File: src/fetch_cfg.svh
`ifndef FETCH_CFG_SVH
`define FETCH_CFG_SVH

// Instruction and PC width
`define FETCH_DATA_WIDTH 32

// Width of an rs or rt register field
`define FETCH_REG_WIDTH 5

// Program memory geometry, word addressed
`define FETCH_MEM_DEPTH 256
`define FETCH_ADDR_WIDTH 8

// Top six bits of a halt instruction
`define FETCH_HALT_OPCODE 6'b111111

`endif

File: src/fetch_pkg.sv
`include "fetch_cfg.svh"

package fetch_pkg;

    // --------------------
    // Datapath types
    // --------------------

    // Instruction word or PC value
    typedef logic [`FETCH_DATA_WIDTH-1:0] word_t;

    // rs / rt register index
    typedef logic [`FETCH_REG_WIDTH-1:0] reg_addr_t;

    // Program memory word address
    typedef logic [`FETCH_ADDR_WIDTH-1:0] mem_addr_t;

    // --------------------
    // Control FSM
    // --------------------

    typedef enum logic [1:0] {
        ST_IDLE,
        ST_RUN,
        ST_HALTED
    } fetch_state_t;

endpackage

File: src/fetch_ctrl_if.sv
interface fetch_ctrl_if;

    // Fetch happens on a rising edge where this is high
    logic fetch_enable;

    // One-cycle pulse, clears the PC
    logic pc_restart;

    // Memory writes permitted, idle state only
    logic load_enable;

    // Output stage currently presents a valid halt word
    logic halt_seen;

    modport control (
        output fetch_enable,
        output pc_restart,
        output load_enable,
        input  halt_seen
    );

    // Shared by PC, memory and output stage
    modport datapath (
        input  fetch_enable,
        input  pc_restart,
        input  load_enable,
        output halt_seen
    );

endinterface

File: src/fetch_control.sv
module fetch_control (
    input  logic          i_clock,
    input  logic          i_reset,
    input  logic          i_start,
    input  logic          i_execution_mode,
    input  logic          i_step,
    input  logic          i_stall,
    output logic          o_running,
    fetch_ctrl_if.control ctrl
);

    import fetch_pkg::*;

    fetch_state_t state;
    fetch_state_t state_next;
    logic         start_accepted;
    logic         mode_allows;

    // Start is honoured only when not already running
    assign start_accepted = i_start && (state != ST_RUN);

    // Continuous mode always fetches, step mode waits for a step strobe
    assign mode_allows = !i_execution_mode || i_step;

    // --------------------
    // State register
    // --------------------
    always_ff @(posedge i_clock) begin
        if (i_reset) begin
            state <= ST_IDLE;
        end else begin
            state <= state_next;
        end
    end

    // --------------------
    // Next state
    // --------------------
    always_comb begin
        state_next = state;
        case (state)
            ST_IDLE: begin
                if (i_start) begin
                    state_next = ST_RUN;
                end
            end
            ST_RUN: begin
                // Halt word on the output ends the run
                if (ctrl.halt_seen) begin
                    state_next = ST_HALTED;
                end
            end
            ST_HALTED: begin
                if (i_start) begin
                    state_next = ST_RUN;
                end
            end
            default: begin
                state_next = ST_IDLE;
            end
        endcase
    end

    // --------------------
    // Commands
    // --------------------

    // PC clears on the same edge that enters ST_RUN
    assign ctrl.pc_restart = start_accepted;

    assign ctrl.load_enable = (state == ST_IDLE);

    assign ctrl.fetch_enable = (state == ST_RUN)
                             && !ctrl.halt_seen
                             && !i_stall
                             && mode_allows;

    assign o_running = (state == ST_RUN);

    // A halt word on the output is the last fetch of the run
    a_no_fetch_after_halt: assert property (
        @(posedge i_clock) disable iff (i_reset)
        ctrl.halt_seen |=> !ctrl.fetch_enable
    ) else $error("fetch_enable high right after a halt word");

endmodule

File: src/flat_wrapper.sv
// flat-port wrapper written by rule: the top's interface ports become plain ports
module fetch_control_flat import fetch_pkg::*;
  (i_clock, i_reset, i_start, i_execution_mode, i_step, i_stall, o_running, ctrl_fetch_enable, ctrl_pc_restart, ctrl_load_enable, ctrl_halt_seen);
  fetch_ctrl_if ctrl_i ();
  input  logic i_clock;
  input  logic i_reset;
  input  logic i_start;
  input  logic i_execution_mode;
  input  logic i_step;
  input  logic i_stall;
  output logic o_running;
  output wire logic [$bits(ctrl_i.fetch_enable)-1:0] ctrl_fetch_enable;
  output wire logic [$bits(ctrl_i.pc_restart)-1:0] ctrl_pc_restart;
  output wire logic [$bits(ctrl_i.load_enable)-1:0] ctrl_load_enable;
  input wire logic [$bits(ctrl_i.halt_seen)-1:0] ctrl_halt_seen;
  assign ctrl_fetch_enable = ctrl_i.fetch_enable;
  assign ctrl_pc_restart = ctrl_i.pc_restart;
  assign ctrl_load_enable = ctrl_i.load_enable;
  assign ctrl_i.halt_seen = ctrl_halt_seen;
  fetch_control u_core (.i_clock(i_clock), .i_reset(i_reset), .i_start(i_start), .i_execution_mode(i_execution_mode), .i_step(i_step), .i_stall(i_stall), .o_running(o_running), .ctrl(ctrl_i));
endmodule
File: config.mk
export PLATFORM = sky130hd
export DESIGN_NAME = fetch_control_flat
export DESIGN_NICKNAME = d
export VERILOG_FILES = /design/src/fetch_pkg.sv /design/src/fetch_ctrl_if.sv /design/src/fetch_control.sv /design/src/flat_wrapper.sv
export VERILOG_INCLUDE_DIRS = /design/src
export SDC_FILE = /design/constraint.sdc
export NUM_CORES = 1
export LEC_CHECK = 0
export ABC_CLOCK_PERIOD_IN_PS = 1200
export BUFFER_PORTS_ARGS = -buffer_cell sky130_fd_sc_hd__buf_2
export CORE_AREA = 2 2 39 41
export CTS_BUF_LIST = sky130_fd_sc_hd__clkbuf_8
export DETAILED_ROUTE_END_ITERATION = 12
export DIE_AREA = 0 0 41 43
export SYNTH_ARGS = -nofsm -noshare
export SYNTH_HDL_FRONTEND = slang
export SYNTH_SLANG_ARGS = --single-unit
File: constraint.sdc
create_clock -name i_clock -period 1.2 [get_ports i_clock]
set_input_delay 0.06 -clock i_clock [delete_from_list [all_inputs] [get_ports i_clock]]
set_output_delay 0.06 -clock i_clock [all_outputs]
set_load 0.05 [all_outputs]
==> flow_metrics.env <==
export IMPL_cts_tree="built"
export IMPL_maxSlewHeadroom_pct=82.1
export IMPL_status="finished clean"
export IMPL_rows=14
export IMPL_muxShareOfSynthArea_pct=0
export IMPL_area_growth_syn_to_layout_pct=101
export IMPL_avgSynthCellArea_um2=9.91
export IMPL_initial_core_util_pct=9.31
export IMPL_die_w_um=41
export IMPL_synth_simple_area_share_pct=32.0
export IMPL_grt_max_degree=6
export IMPL_dp_cells=39
export IMPL_clkLatencyLatePin_ps=210
export IMPL_finalMaxSlewViolations=0
export IMPL_largest_register_ffs=2
export IMPL_cellLeakagePower_nw=0.113
export IMPL_startpoint_type="flop"
export IMPL_design_area_um2=259
export IMPL_clkTransAtPathRegs_ps=30
export IMPL_cts_sinks=2
export IMPL_synthAdderAreaFrac_pct=0
export IMPL_vias_per_cell=3.50
export IMPL_drc_errors=0
export IMPL_synth_top_family_by_area="simple AND/OR/NAND/NOR gates"
export IMPL_worst_slew_pin_slew_ps=268
export IMPL_die_y_um=43
export IMPL_ys_ff_latch=2
export IMPL_fin_util_pct=18.7
export IMPL_clock_skew_ps=3.35
export IMPL_grt_remaining_overflow=0
export IMPL_grt_pass1_vias=150
export IMPL_finalPower_mw=0.427
export IMPL_post_layout_nonfiller_instances=42
export IMPL_powerDensity_nw_per_um2=1650
export IMPL_finalHoldViolCount=0
export IMPL_synth_cells=13
export IMPL_synthXorXnorAreaFrac_pct=0
export IMPL_synth_area_um2=129
export IMPL_clk_path_buf_depth=2
export IMPL_pre_cts_slack_ps=119
export IMPL_worstPathArrival_ps=1090
export IMPL_synth_compound_area_share_pct=31.1
export IMPL_max_vdd_ir_drop_v=0.000521
export IMPL_cts_hold_buf=0
export IMPL_worstPathMaxFanout=4
export IMPL_setup_viol=0
export IMPL_yosys_warnings=0
export IMPL_track_usage_pct=5.41
export IMPL_drtAntennaViolNets=0
export IMPL_fin_crit_sh_pct=95.9
export IMPL_wl_per_cell_um=8.29
export IMPL_core_area_um2=1380
export IMPL_io_buffers=10
export IMPL_top_regs="u_core.state (2)"
export IMPL_syn_nets=20
export IMPL_grt_pass1_wl_um=538
export IMPL_root_buffer="clkbuf_8"
export IMPL_required_ps=1140
export IMPL_maxCapViolations=0
export IMPL_fmax_mhz=869
export IMPL_antenna_found_initial=0
export IMPL_place_congestion=0.555
export IMPL_layout_drive_gt1_share_pct=65.4
export IMPL_dieArea_um2=1760
export IMPL_postCtsSetupBuffers=0
export IMPL_whs_ps=34.6
export IMPL_antenna_cells=0
export IMPL_h_tree_depth=1
export IMPL_vias=147
export IMPL_cp_end_kind="output port"
export IMPL_min_path_type="input port to flop"
export IMPL_cts_buffers=3
export IMPL_first_pass_iters=2
export IMPL_io_pins=11
export IMPL_post_dp_hpwl_um=253
export IMPL_finalWirelength_um=348
export IMPL_ys_seq_area_share_pct=31.1
export IMPL_postPlaceCellArea_um2=199
export IMPL_drtIter0Drc=1
export IMPL_tns_ps=0
export IMPL_crit_type="flop to output port"
export IMPL_synth_cell_types=10
export IMPL_setup_slack_ps=49.4
export IMPL_rsz0062_at_grt="false"
export IMPL_largest_register="u_core.state"
export IMPL_period_minus_slack_ps=1150
export IMPL_nNetsFinal=35
## critical path: stages, from the launching register on
cell and delay [ps]:
dfxtp_2 310, nand2b_4 150, a2111oi_4 210, buf_6 200
## cells in the mapped netlist (all sizes together)
| cell type | number | area share, % |
|---|---|---|
| nor2 | 1 | 2.9 |
| a21oi | 1 | 3.9 |
| or3b | 2 | 14 |
| a2111oi | 1 | 21 |
| dfxtp | 2 | 31 |
| and2 | 1 | 4.9 |
| nand3b | 1 | 5.8 |
| o31ai | 1 | 5.8 |
| nand2b | 1 | 4.9 |
| inv | 2 | 5.8 |
## where the power goes
group	internal, mW	switching, mW
Clock	0.212	0.0483
Combinational	0.0295	0.0592
Sequential	0.0725	0.00595
Total	0.314	0.113
## per-layer routing
metal	GRT usage (%)	routed length, um
met3	5.24	72
met2	5.63	119
met1	5.41	155
met4	6.00	0
met5	0	0
## cells in the final DEF, fill, tap and decap left out
master     instances
buf_6              1
buf_2              8
nand3b_1           1
nand2b_4           1
buf_4              1
o31ai_1            1
dfxtp_2            2
clkbuf_8           3
a2111oi_4          1
or3b_1             2
nor2_1             1
a21oi_1            1
inv_1              2
and2_1             1
## cells by family after synthesis
group / Yosys count
AO/OA/AOI/OAI: 3
buffers and inverters: 2
flip-flops: 2
AND/OR/NAND/NOR: 6
## what timing repair did
action,CTS,global route
hold endpoints to repair,0,0
setup endpoints to repair,2,1
resized for setup,5,2
## area by class of cell
cell class / count / area (um2)
clock buffer: 3 / 41.3
fill: 152 / 1120
inverter: 2 / 7.51
multi-input combinational: 9 / 88.8
sequential: 2 / 42.5
tap: 16 / 20.0
timing repair buffer: 10 / 58.8
## path summary, 6_finish.rpt
check                   from                end  slack (ps)  cells after the start
max          u_core.state[1]  ctrl_fetch_enable          50                      3
min reg2reg  u_core.state[0]    u_core.state[1]         520                      2
max reg2reg  u_core.state[0]    u_core.state[1]         290                      2
min                  i_reset    u_core.state[1]          30                      2
Power figures use the tool's default switching activity.
