<file path="src/fetch_cfg.svh">
`ifndef FETCH_CFG_SVH
`define FETCH_CFG_SVH

// Instruction and PC width
`define FETCH_DATA_WIDTH 32

// Width of an rs or rt register field
`define FETCH_REG_WIDTH 5

// Program memory geometry, word addressed
`define FETCH_MEM_DEPTH 256
`define FETCH_ADDR_WIDTH 8

// Top six bits of a halt instruction
`define FETCH_HALT_OPCODE 6'b111111

`endif

</file>
<file path="src/fetch_pkg.sv">
`include "fetch_cfg.svh"

package fetch_pkg;

    // --------------------
    // Datapath types
    // --------------------

    // Instruction word or PC value
    typedef logic [`FETCH_DATA_WIDTH-1:0] word_t;

    // rs / rt register index
    typedef logic [`FETCH_REG_WIDTH-1:0] reg_addr_t;

    // Program memory word address
    typedef logic [`FETCH_ADDR_WIDTH-1:0] mem_addr_t;

    // --------------------
    // Control FSM
    // --------------------

    typedef enum logic [1:0] {
        ST_IDLE,
        ST_RUN,
        ST_HALTED
    } fetch_state_t;

endpackage

</file>
<file path="src/fetch_ctrl_if.sv">
interface fetch_ctrl_if;

    // Fetch happens on a rising edge where this is high
    logic fetch_enable;

    // One-cycle pulse, clears the PC
    logic pc_restart;

    // Memory writes permitted, idle state only
    logic load_enable;

    // Output stage currently presents a valid halt word
    logic halt_seen;

    modport control (
        output fetch_enable,
        output pc_restart,
        output load_enable,
        input  halt_seen
    );

    // Shared by PC, memory and output stage
    modport datapath (
        input  fetch_enable,
        input  pc_restart,
        input  load_enable,
        output halt_seen
    );

endinterface

</file>
<file path="src/if_id_register.sv">
`include "fetch_cfg.svh"

module if_id_register (
    input  logic                 i_clock,
    input  logic                 i_reset,
    input  fetch_pkg::word_t     i_pc,
    input  fetch_pkg::word_t     i_read_data,
    output logic                 o_valid,
    output logic                 o_halt,
    output fetch_pkg::word_t     o_pc_next,
    output fetch_pkg::word_t     o_instruction,
    output fetch_pkg::reg_addr_t o_rs,
    output fetch_pkg::reg_addr_t o_rt,
    fetch_ctrl_if.datapath       ctrl
);

    import fetch_pkg::*;

    localparam int unsigned OPCODE_WIDTH = 6;

    logic  valid;
    word_t pc_next;
    logic  is_halt;

    // --------------------
    // Fetch side registers
    // --------------------

    // Valid lines up with the memory's registered read
    always_ff @(posedge i_clock) begin
        if (i_reset) begin
            valid <= 1'b0;
        end else begin
            valid <= ctrl.fetch_enable;
        end
    end

    always_ff @(posedge i_clock) begin
        if (i_reset) begin
            pc_next <= '0;
        end else if (ctrl.fetch_enable) begin
            pc_next <= i_pc + word_t'(1);
        end
    end

    // --------------------
    // Decode side view
    // --------------------
    assign is_halt = valid
                  && (i_read_data[`FETCH_DATA_WIDTH-1 -: OPCODE_WIDTH] == `FETCH_HALT_OPCODE);

    assign o_valid       = valid;
    assign o_halt        = is_halt;
    assign o_pc_next     = pc_next;
    assign o_instruction = i_read_data;
    assign o_rs          = i_read_data[25:21];
    assign o_rt          = i_read_data[20:16];

    // Tells the control to stop fetching this very cycle
    assign ctrl.halt_seen = is_halt;

endmodule

</file>
<file path="src/flat_wrapper.sv">
// flat-port wrapper written by rule: the top's interface ports become plain ports
module if_id_register_flat import fetch_pkg::*;
  (i_clock, i_reset, i_pc, i_read_data, o_valid, o_halt, o_pc_next, o_instruction, o_rs, o_rt, ctrl_fetch_enable, ctrl_pc_restart, ctrl_load_enable, ctrl_halt_seen);
  fetch_ctrl_if ctrl_i ();
  input  logic i_clock;
  input  logic i_reset;
  input  fetch_pkg::word_t i_pc;
  input  fetch_pkg::word_t i_read_data;
  output logic o_valid;
  output logic o_halt;
  output fetch_pkg::word_t o_pc_next;
  output fetch_pkg::word_t o_instruction;
  output fetch_pkg::reg_addr_t o_rs;
  output fetch_pkg::reg_addr_t o_rt;
  input wire logic [$bits(ctrl_i.fetch_enable)-1:0] ctrl_fetch_enable;
  input wire logic [$bits(ctrl_i.pc_restart)-1:0] ctrl_pc_restart;
  input wire logic [$bits(ctrl_i.load_enable)-1:0] ctrl_load_enable;
  output wire logic [$bits(ctrl_i.halt_seen)-1:0] ctrl_halt_seen;
  assign ctrl_i.fetch_enable = ctrl_fetch_enable;
  assign ctrl_i.pc_restart = ctrl_pc_restart;
  assign ctrl_i.load_enable = ctrl_load_enable;
  assign ctrl_halt_seen = ctrl_i.halt_seen;
  if_id_register u_core (.i_clock(i_clock), .i_reset(i_reset), .i_pc(i_pc), .i_read_data(i_read_data), .o_valid(o_valid), .o_halt(o_halt), .o_pc_next(o_pc_next), .o_instruction(o_instruction), .o_rs(o_rs), .o_rt(o_rt), .ctrl(ctrl_i));
endmodule
</file>
<file path="config.mk">
export PLATFORM = sky130hd
export DESIGN_NAME = if_id_register_flat
export DESIGN_NICKNAME = d
export VERILOG_FILES = /design/src/fetch_pkg.sv /design/src/fetch_ctrl_if.sv /design/src/if_id_register.sv /design/src/flat_wrapper.sv
export VERILOG_INCLUDE_DIRS = /design/src
export SDC_FILE = /design/constraint.sdc
export NUM_CORES = 1
export LEC_CHECK = 0
export BUFFER_PORTS_ARGS = -buffer_cell sky130_fd_sc_hd__buf_2
export CORE_MARGIN = 3
export CORE_UTILIZATION = 42
export DETAILED_ROUTE_END_ITERATION = 6
export PLACE_DENSITY = 0.8
export REMOVE_ABC_BUFFERS = 1
export SLEW_MARGIN = 20
export SYNTH_ARGS = -nofsm -noshare
export SYNTH_HDL_FRONTEND = slang
export SYNTH_SLANG_ARGS = --single-unit
</file>
<file path="constraint.sdc">
create_clock -name i_clock -period 2.3 [get_ports i_clock]
set_input_delay 0.345 -clock i_clock [delete_from_list [all_inputs] [get_ports i_clock]]
set_output_delay 0.345 -clock i_clock [all_outputs]
set_load 0.01 [all_outputs]
</file>
==> results of run 1 <==
## cell families after synthesis
group | share of synthesized area, %
AO/OA/AOI/OAI | 16.6
XOR/XNOR | 4.42
adder cells (fa/ha/maj) | 0.573
buffers and inverters | 19.2
flip-flops | 30.3
multiplexers | 0.459
AND/OR/NAND/NOR | 28.5
## state kept, by name, summed over array words and instances, names as in the netlist
register / flops
u_core.o_pc_next: 32
u_core.o_valid: 1
## cells in the mapped netlist, types with 2 or more instances
master,n,area [um2]
a211oi_1,12,90.1
xnor2_1,7,61.3
a21oi_1,4,20.0
buf_1,4,15.0
and4_1,5,43.8
clkbuf_1,8,30.0
or4_1,11,82.6
nand2b_1,4,25.0
inv_1,6,22.5
buf_6,2,22.5
dfxtp_1,33,661
nand3_1,13,65.1
o21ai_0,7,35.0
nor3_1,10,50.1
nor2_1,34,128
nand2_1,9,33.8
and3_1,2,12.5
a311oi_1,13,114
nor4_1,4,25.0
or3_1,8,50.1
xor2_1,4,35.0
buf_4,43,323
o31ai_1,7,52.6
nand4_1,10,62.6
## area by class of cell
class	count	area [um2]
clock buffer	7	86.3
multi-input combinational	177	1100
inverter	6	22.5
tap	67	83.8
sequential	33	661
timing repair buffer	89	465
fill	511	2430
clock inverter	1	30.0
## layout by cell type, fill, tap and decap left out, types with 2 or more instances in the layout
master and count:
xnor2_1 7, xor2_1 4, a211oi_1 12, inv_1 6, nand3_1 13, or4_1 11, o31ai_1 7, dfxtp_1 33
or3_1 8, buf_4 8, nand2b_1 4, clkbuf_8 6, and3_1 2, nand4_1 10, and4_1 5, o21ai_0 7
a21oi_1 4, a311oi_1 13, nor2_1 34, nand2_1 9, nor3_1 10, buf_2 81, nor4_1 4
## path summary, 6_finish.rpt
path                              from  slack (ps)                    to
hold / removal                 i_pc[0]         300   u_core.o_pc_next[0]
setup reg to reg  u_core.o_pc_next[29]        1390  u_core.o_pc_next[29]
hold reg to reg   u_core.o_pc_next[30]         480  u_core.o_pc_next[30]
setup / recovery               i_pc[4]         390  u_core.o_pc_next[15]
## report_power, final
| group | switching (mW) | leakage [nW] | internal (mW) |
|---|---|---|---|
| Combinational | 0.149 | 0.685 | 0.110 |
| Clock | 0.210 | 0.0585 | 0.353 |
| Sequential | 0.0192 | 0.274 | 0.612 |
## stage by stage
| stage | util [%] | power [mW] | instances | hold WS (ps) | worst slack, ps |
|---|---|---|---|---|---|
| floorplan | - | 0.750 | 216 | 417 | 276 |
| global placement | 47.9 | 0.897 | 372 | 464 | 136 |
| detailed placement | 47.9 | 0.903 | 372 | 469 | 88.3 |
| CTS | 50.3 | 1.47 | 380 | 288 | 374 |
| global route | 50.3 | 1.53 | 380 | 298 | 233 |
| finish | 50.3 | 1.45 | 380 | 299 | 385 |
## per-layer routing
layer  global-route usage, %  wire [um]
met1                    29.3       3070
met2                    26.4       2490
met3                    11.9        823
met4                    6.82         61
met5                    5.45         28
==> out/qor.txt, run 1 <==
CTS Root Cell - clkbuf_8
Seq/Total Area, Yosys - 30.3%
post-synthesis register bit count - 33
initial antenna violation count - 0
CTS tree - built
routed wire length - 6470 um
synthesis-to-finish area growth - 12.4%
routed vias/inst - 5.58
Starting Density - 44.7%
Clock Skews - 0 ps
drt first pass iters - 4
post-route cell area - 2450 um2
vias post-DR - 2122
clock sinks - 33
DRC - 0
Nets - 382
DP Area - 2340 um2
Crit path depth - 6
vias in the first global route - 1914
Mean Syn Cell Area - 7.96 um2
worst hold path cell count - 2
Worst-Margin Slew - 767 ps
Leakage Power - 1.02 nW
# setup viols final - 0
GPL Wtd Cong - 0.859
Worst path max stage delay - 650 ps
remaining global-route overflow - 0
CP Data Required Time - 2490 ps
row cnt - 25
Syn Inst Count - 274
RSZ-0062 raised after global routing - false
TritonCTS Buffers - 5
Antenna diodes - 0
fin crit period - 1910 ps
Post-CTS Setup Inserts - 0
die height - 78.1 um
hold buffer count at cts - 0
I/O pins - 146
H-tree lvl count - 2
Synthesis Warnings - 0
setup TNS - 0 ps
worst skew pair latency - 280 ps
WL/cell - 17.0 um
hpwl dp - 5040 um
maximum vdd drop - 0.296 mV
endpoint type of the worst setup path - flop
Top FF cell, synth - dfxtp_1
Post-synth EDFFs - 0
Hold Vio Cnt, Final - 0
Max Fclk - 522 MHz
Die ar. - 6100 um2
crit path max fanout - 6
Die W - 78.1 um
Post-synth ARST share - 0%
first-pass GRT wire length - 9950 um
reg2reg path depth - 3
Tcrit/Tclk final - 83.2%
Bufs on Longest Clock Path - 2
1st-iter DRT viols - 112
Max Cap Viol - 0
Rel. slew slack - 48.4%
Netlist Area Pre-Place - 2180 um2
Worst path slowest cell - or4_1
delay-heaviest family, CP - simple AND/OR/NAND/NOR gates
Worst Path Buf+Inv - 2
clock transition at the registers of the reported paths - 60 ps
layout cells sized above 1 - 31.6%
Post-CTS Resized - 0
ANT nets after route - 0
Core Area - 4880 um2
worst-path cell chain - buf_2 -> nand4_2 -> or4_1 -> buf_4 -> or3_1 -> a311oi_1
PortBufs - 81
Hold Crit Class - in -> reg
fin. max-slew vios - 0
overall routing resource usage - 21.1%
largest net degree at the start of global routing - 25
Distinct cells, synth - 38
critical path launch point type - input port
status - completed
critical path class - in -> reg
Power Density - 593 nW/um2
CP arrival - 2110 ps
Note: power is estimated with default switching activity, not from simulation.
==> inputs of run 2 (changes only) <==
ABC_AREA = 1   (was default)
CORE_UTILIZATION = 44   (was 42)
clock period = 1.82 ns   (was 2.3 ns; I/O delays follow)
==> run 2 against run 1 <==
Effect of this change: sequential power increased by 26%; clock skew unchanged; cell count increased by 37%; synthesized area increased by 15%; clock-buffer cell count decreased by 2; non-clock buffer count decreased by 5; sequential share of layout area decreased by 2.9 points; critical path depth increased by 2; critical endpoint is now u_core.o_pc_next[10]; highest routed layer unchanged.
==> out/qor.txt, run 2 <==
status - completed
row cnt - 26
Bufs on Longest Clock Path - 2
initial antenna violation count - 0
Max Cap Viol - 0
post-route cell area - 2740 um2
CP arrival - 1430 ps
Leakage Power - 1.57 nW
area leader, netlist - dfxtp_1
Power Density - 610 nW/um2
setup TNS - 0 ps
Mean Syn Cell Area - 6.06 um2
drt first pass iters - 4
vias in the first global route - 2233
reg2reg path depth - 4
CP Data Required Time - 2000 ps
fin. max-slew vios - 0
reg2reg setup slack - 1110 ps
I/O pins - 146
critical path class - in -> reg
GPL Wtd Cong - 0.923
most common cell after layout, fill and taps aside - nor2_1
clock sinks - 33
most numerous cell in the Yosys netlist - nor2_1
DRC - 0
PortBufs - 81
Worst path slowest cell - nor2_4
Clock Skews - 0 ps
Rel. slew slack - 68.0%
Die W - 81.5 um
WL/cell - 13.7 um
Hold Startpoint - i_pc[0]
Antenna diodes - 0
overall routing resource usage - 22.6%
critical path launch point type - input port
Max Fclk - 798 MHz
Crit path depth - 8
Core Area - 5300 um2
Critical R2R Capture - u_core.o_pc_next[10]
crit path max fanout - 4
ANT nets after route - 0
Nets - 523
Hold Vio Cnt, Final - 0
Worst Path Buf+Inv - 2
Hold Crit Class - in -> reg
CTS Root Cell - clkbuf_8
maximum vdd drop - 0.314 mV
most frequent cells in the layout - nor2_1, nand2_1, buf_2, inv_1, dfxtp_1
largest net degree at the start of global routing - 25
max reg flops - 32
Post-CTS Setup Inserts - 0
remaining global-route overflow - 0
Die ar. - 6640 um2
H-tree lvl count - 2
post-synthesis register bit count - 33
Netlist Area Pre-Place - 2510 um2
vias post-DR - 2444
Worst-Margin Slew - 480 ps
CTS tree - built
Filler cells - 585
1st-iter DRT viols - 132
hpwl dp - 5910 um
Synthesis Warnings - 0
Seq/Total Area, Yosys - 26.3%
synthesis-to-finish area growth - 9.33%
Top FF cell, synth - dfxtp_1
# setup viols final - 0
Tcrit/Tclk final - 68.8%
endpoint type of the worst setup path - flop
hold path endpoint - u_core.o_pc_next[0]
Synth top area share - 26.3%
delay-heaviest family, CP - simple AND/OR/NAND/NOR gates
Post-synth ARST share - 0%
first-pass GRT wire length - 11200 um
Post-CTS Resized - 0
worst-path cell chain - buf_2 -> ha_1 -> nand2_1 -> nor2_4 -> nand3_2 -> xnor2_1 -> o21ai_0 -> inv_1
hold buffer count at cts - 0
Distinct cells, synth - 22
Synth top cells by count - nor2_1, nand2_1, inv_1, buf_4, dfxtp_1
routed wire length - 7180 um
DP Area - 2670 um2
TritonCTS Buffers - 5
RSZ-0062 raised after global routing - false
FF-to-FF Start - u_core.o_pc_next[10]
fin crit period - 1250 ps
top area cells in the synthesized netlist - dfxtp_1, nor2_1, nand2_1
Post-synth EDFFs - 0
Worst path max stage delay - 200 ps
routed vias/inst - 4.68
worst hold path cell count - 2
Syn Inst Count - 414
clock transition at the registers of the reported paths - 70 ps
worst skew pair latency - 280 ps
Starting Density - 47.3%
die height - 81.5 um
layout cells sized above 1 - 23.5%
==> run 2: changes by cell type in the layout (fill, tap and decap cells not counted), moves of 7 or more <==
cell / previous run / this run
or4_1: 11 / 0
a211oi_1: 12 / 0
nand3_1: 13 / 25
inv_1: 6 / 57
nor3_1: 10 / 0
a311oi_1: 13 / 0
nand4_1: 10 / 1
o31ai_1: 7 / 0
nand2_1: 9 / 91
nor2_4: 0 / 8
o21ai_0: 7 / 21
or3_1: 8 / 0
nor2_1: 34 / 95
==> run 2: kinds of logic (layout without fill, tap and decap cells) <==
kind of cell / Yosys count / count (layout) / synth area share, %
xor gates and xnor gates: 11 / 11 / 3.84
DFF: 33 / 33 / 26.3
and+or+nand+nor: 232 / 232 / 40.5
buffers and inverters: 109 / 147 / 23.2
adders and majority gates: 1 / 1 / 0.499
AOI/OAI and AO/OA: 28 / 28 / 5.59
==> run 2: worst reg2reg max path: stages (launching register included) <==
cell	delay (ps)
dfxtp_1	320
nor2_1	90
nor2_1	50
o21ai_0	90
inv_1	60
==> run 2: worst max-delay path by stage <==
stage	start	endpoint	slack, ps
after global routing	i_pc[0]	u_core.o_pc_next[24]	400
after global placement	i_pc[0]	u_core.o_pc_next[24]	320
after detailed placement	i_pc[0]	u_core.o_pc_next[24]	290
final	i_pc[0]	u_core.o_pc_next[10]	570
after CTS	i_pc[0]	u_core.o_pc_next[10]	560
after floorplan	i_pc[0]	u_core.o_pc_next[12]	540
==> run 2: stage by stage <==
step / std cells / hold WS, ps / utilization (%) / setup WS [ps] / power, mW
floorplan: 362 / 345 / - / 545 / 0.996
global placement: 516 / 484 / 50.3 / 322 / 1.18
detailed placement: 516 / 493 / 50.3 / 289 / 1.18
CTS: 522 / 197 / 51.7 / 557 / 1.69
global route: 522 / 199 / 51.7 / 405 / 1.78
finish: 522 / 201 / 51.7 / 567 / 1.67
==> run 2: report_power, final <==
group          switching, mW  leakage (nW)  internal (mW)
combinational          0.222          1.25          0.149
clock                  0.255        0.0399          0.251
sequential            0.0227         0.275          0.774
==> run 2: final cells by class <==
| type | count | area [um2] | share of cell area (%) |
|---|---|---|---|
| clock inverter | 1 | 5.00 | 0.182 |
| inverter | 57 | 214 | 7.80 |
| multi-input combinational | 272 | 1270 | 46.2 |
| tap | 70 | 87.6 | 3.19 |
| timing repair buffer | 84 | 440 | 16.1 |
| sequential | 33 | 661 | 24.1 |
| clock buffer | 5 | 68.8 | 2.51 |
==> run 2: layer usage <==
| metal | vias up | track usage, % | share of wire [%] |
|---|---|---|---|
| met3 | 8 | 12.2 | 11 |
| met1 | 1059 | 28.3 | 45 |
| met4 | 2 | 4.05 | 0.84 |
| met5 | - | 7.50 | 0.84 |
| met2 | 100 | 33.9 | 42 |
| li1 | 1275 | - | - |
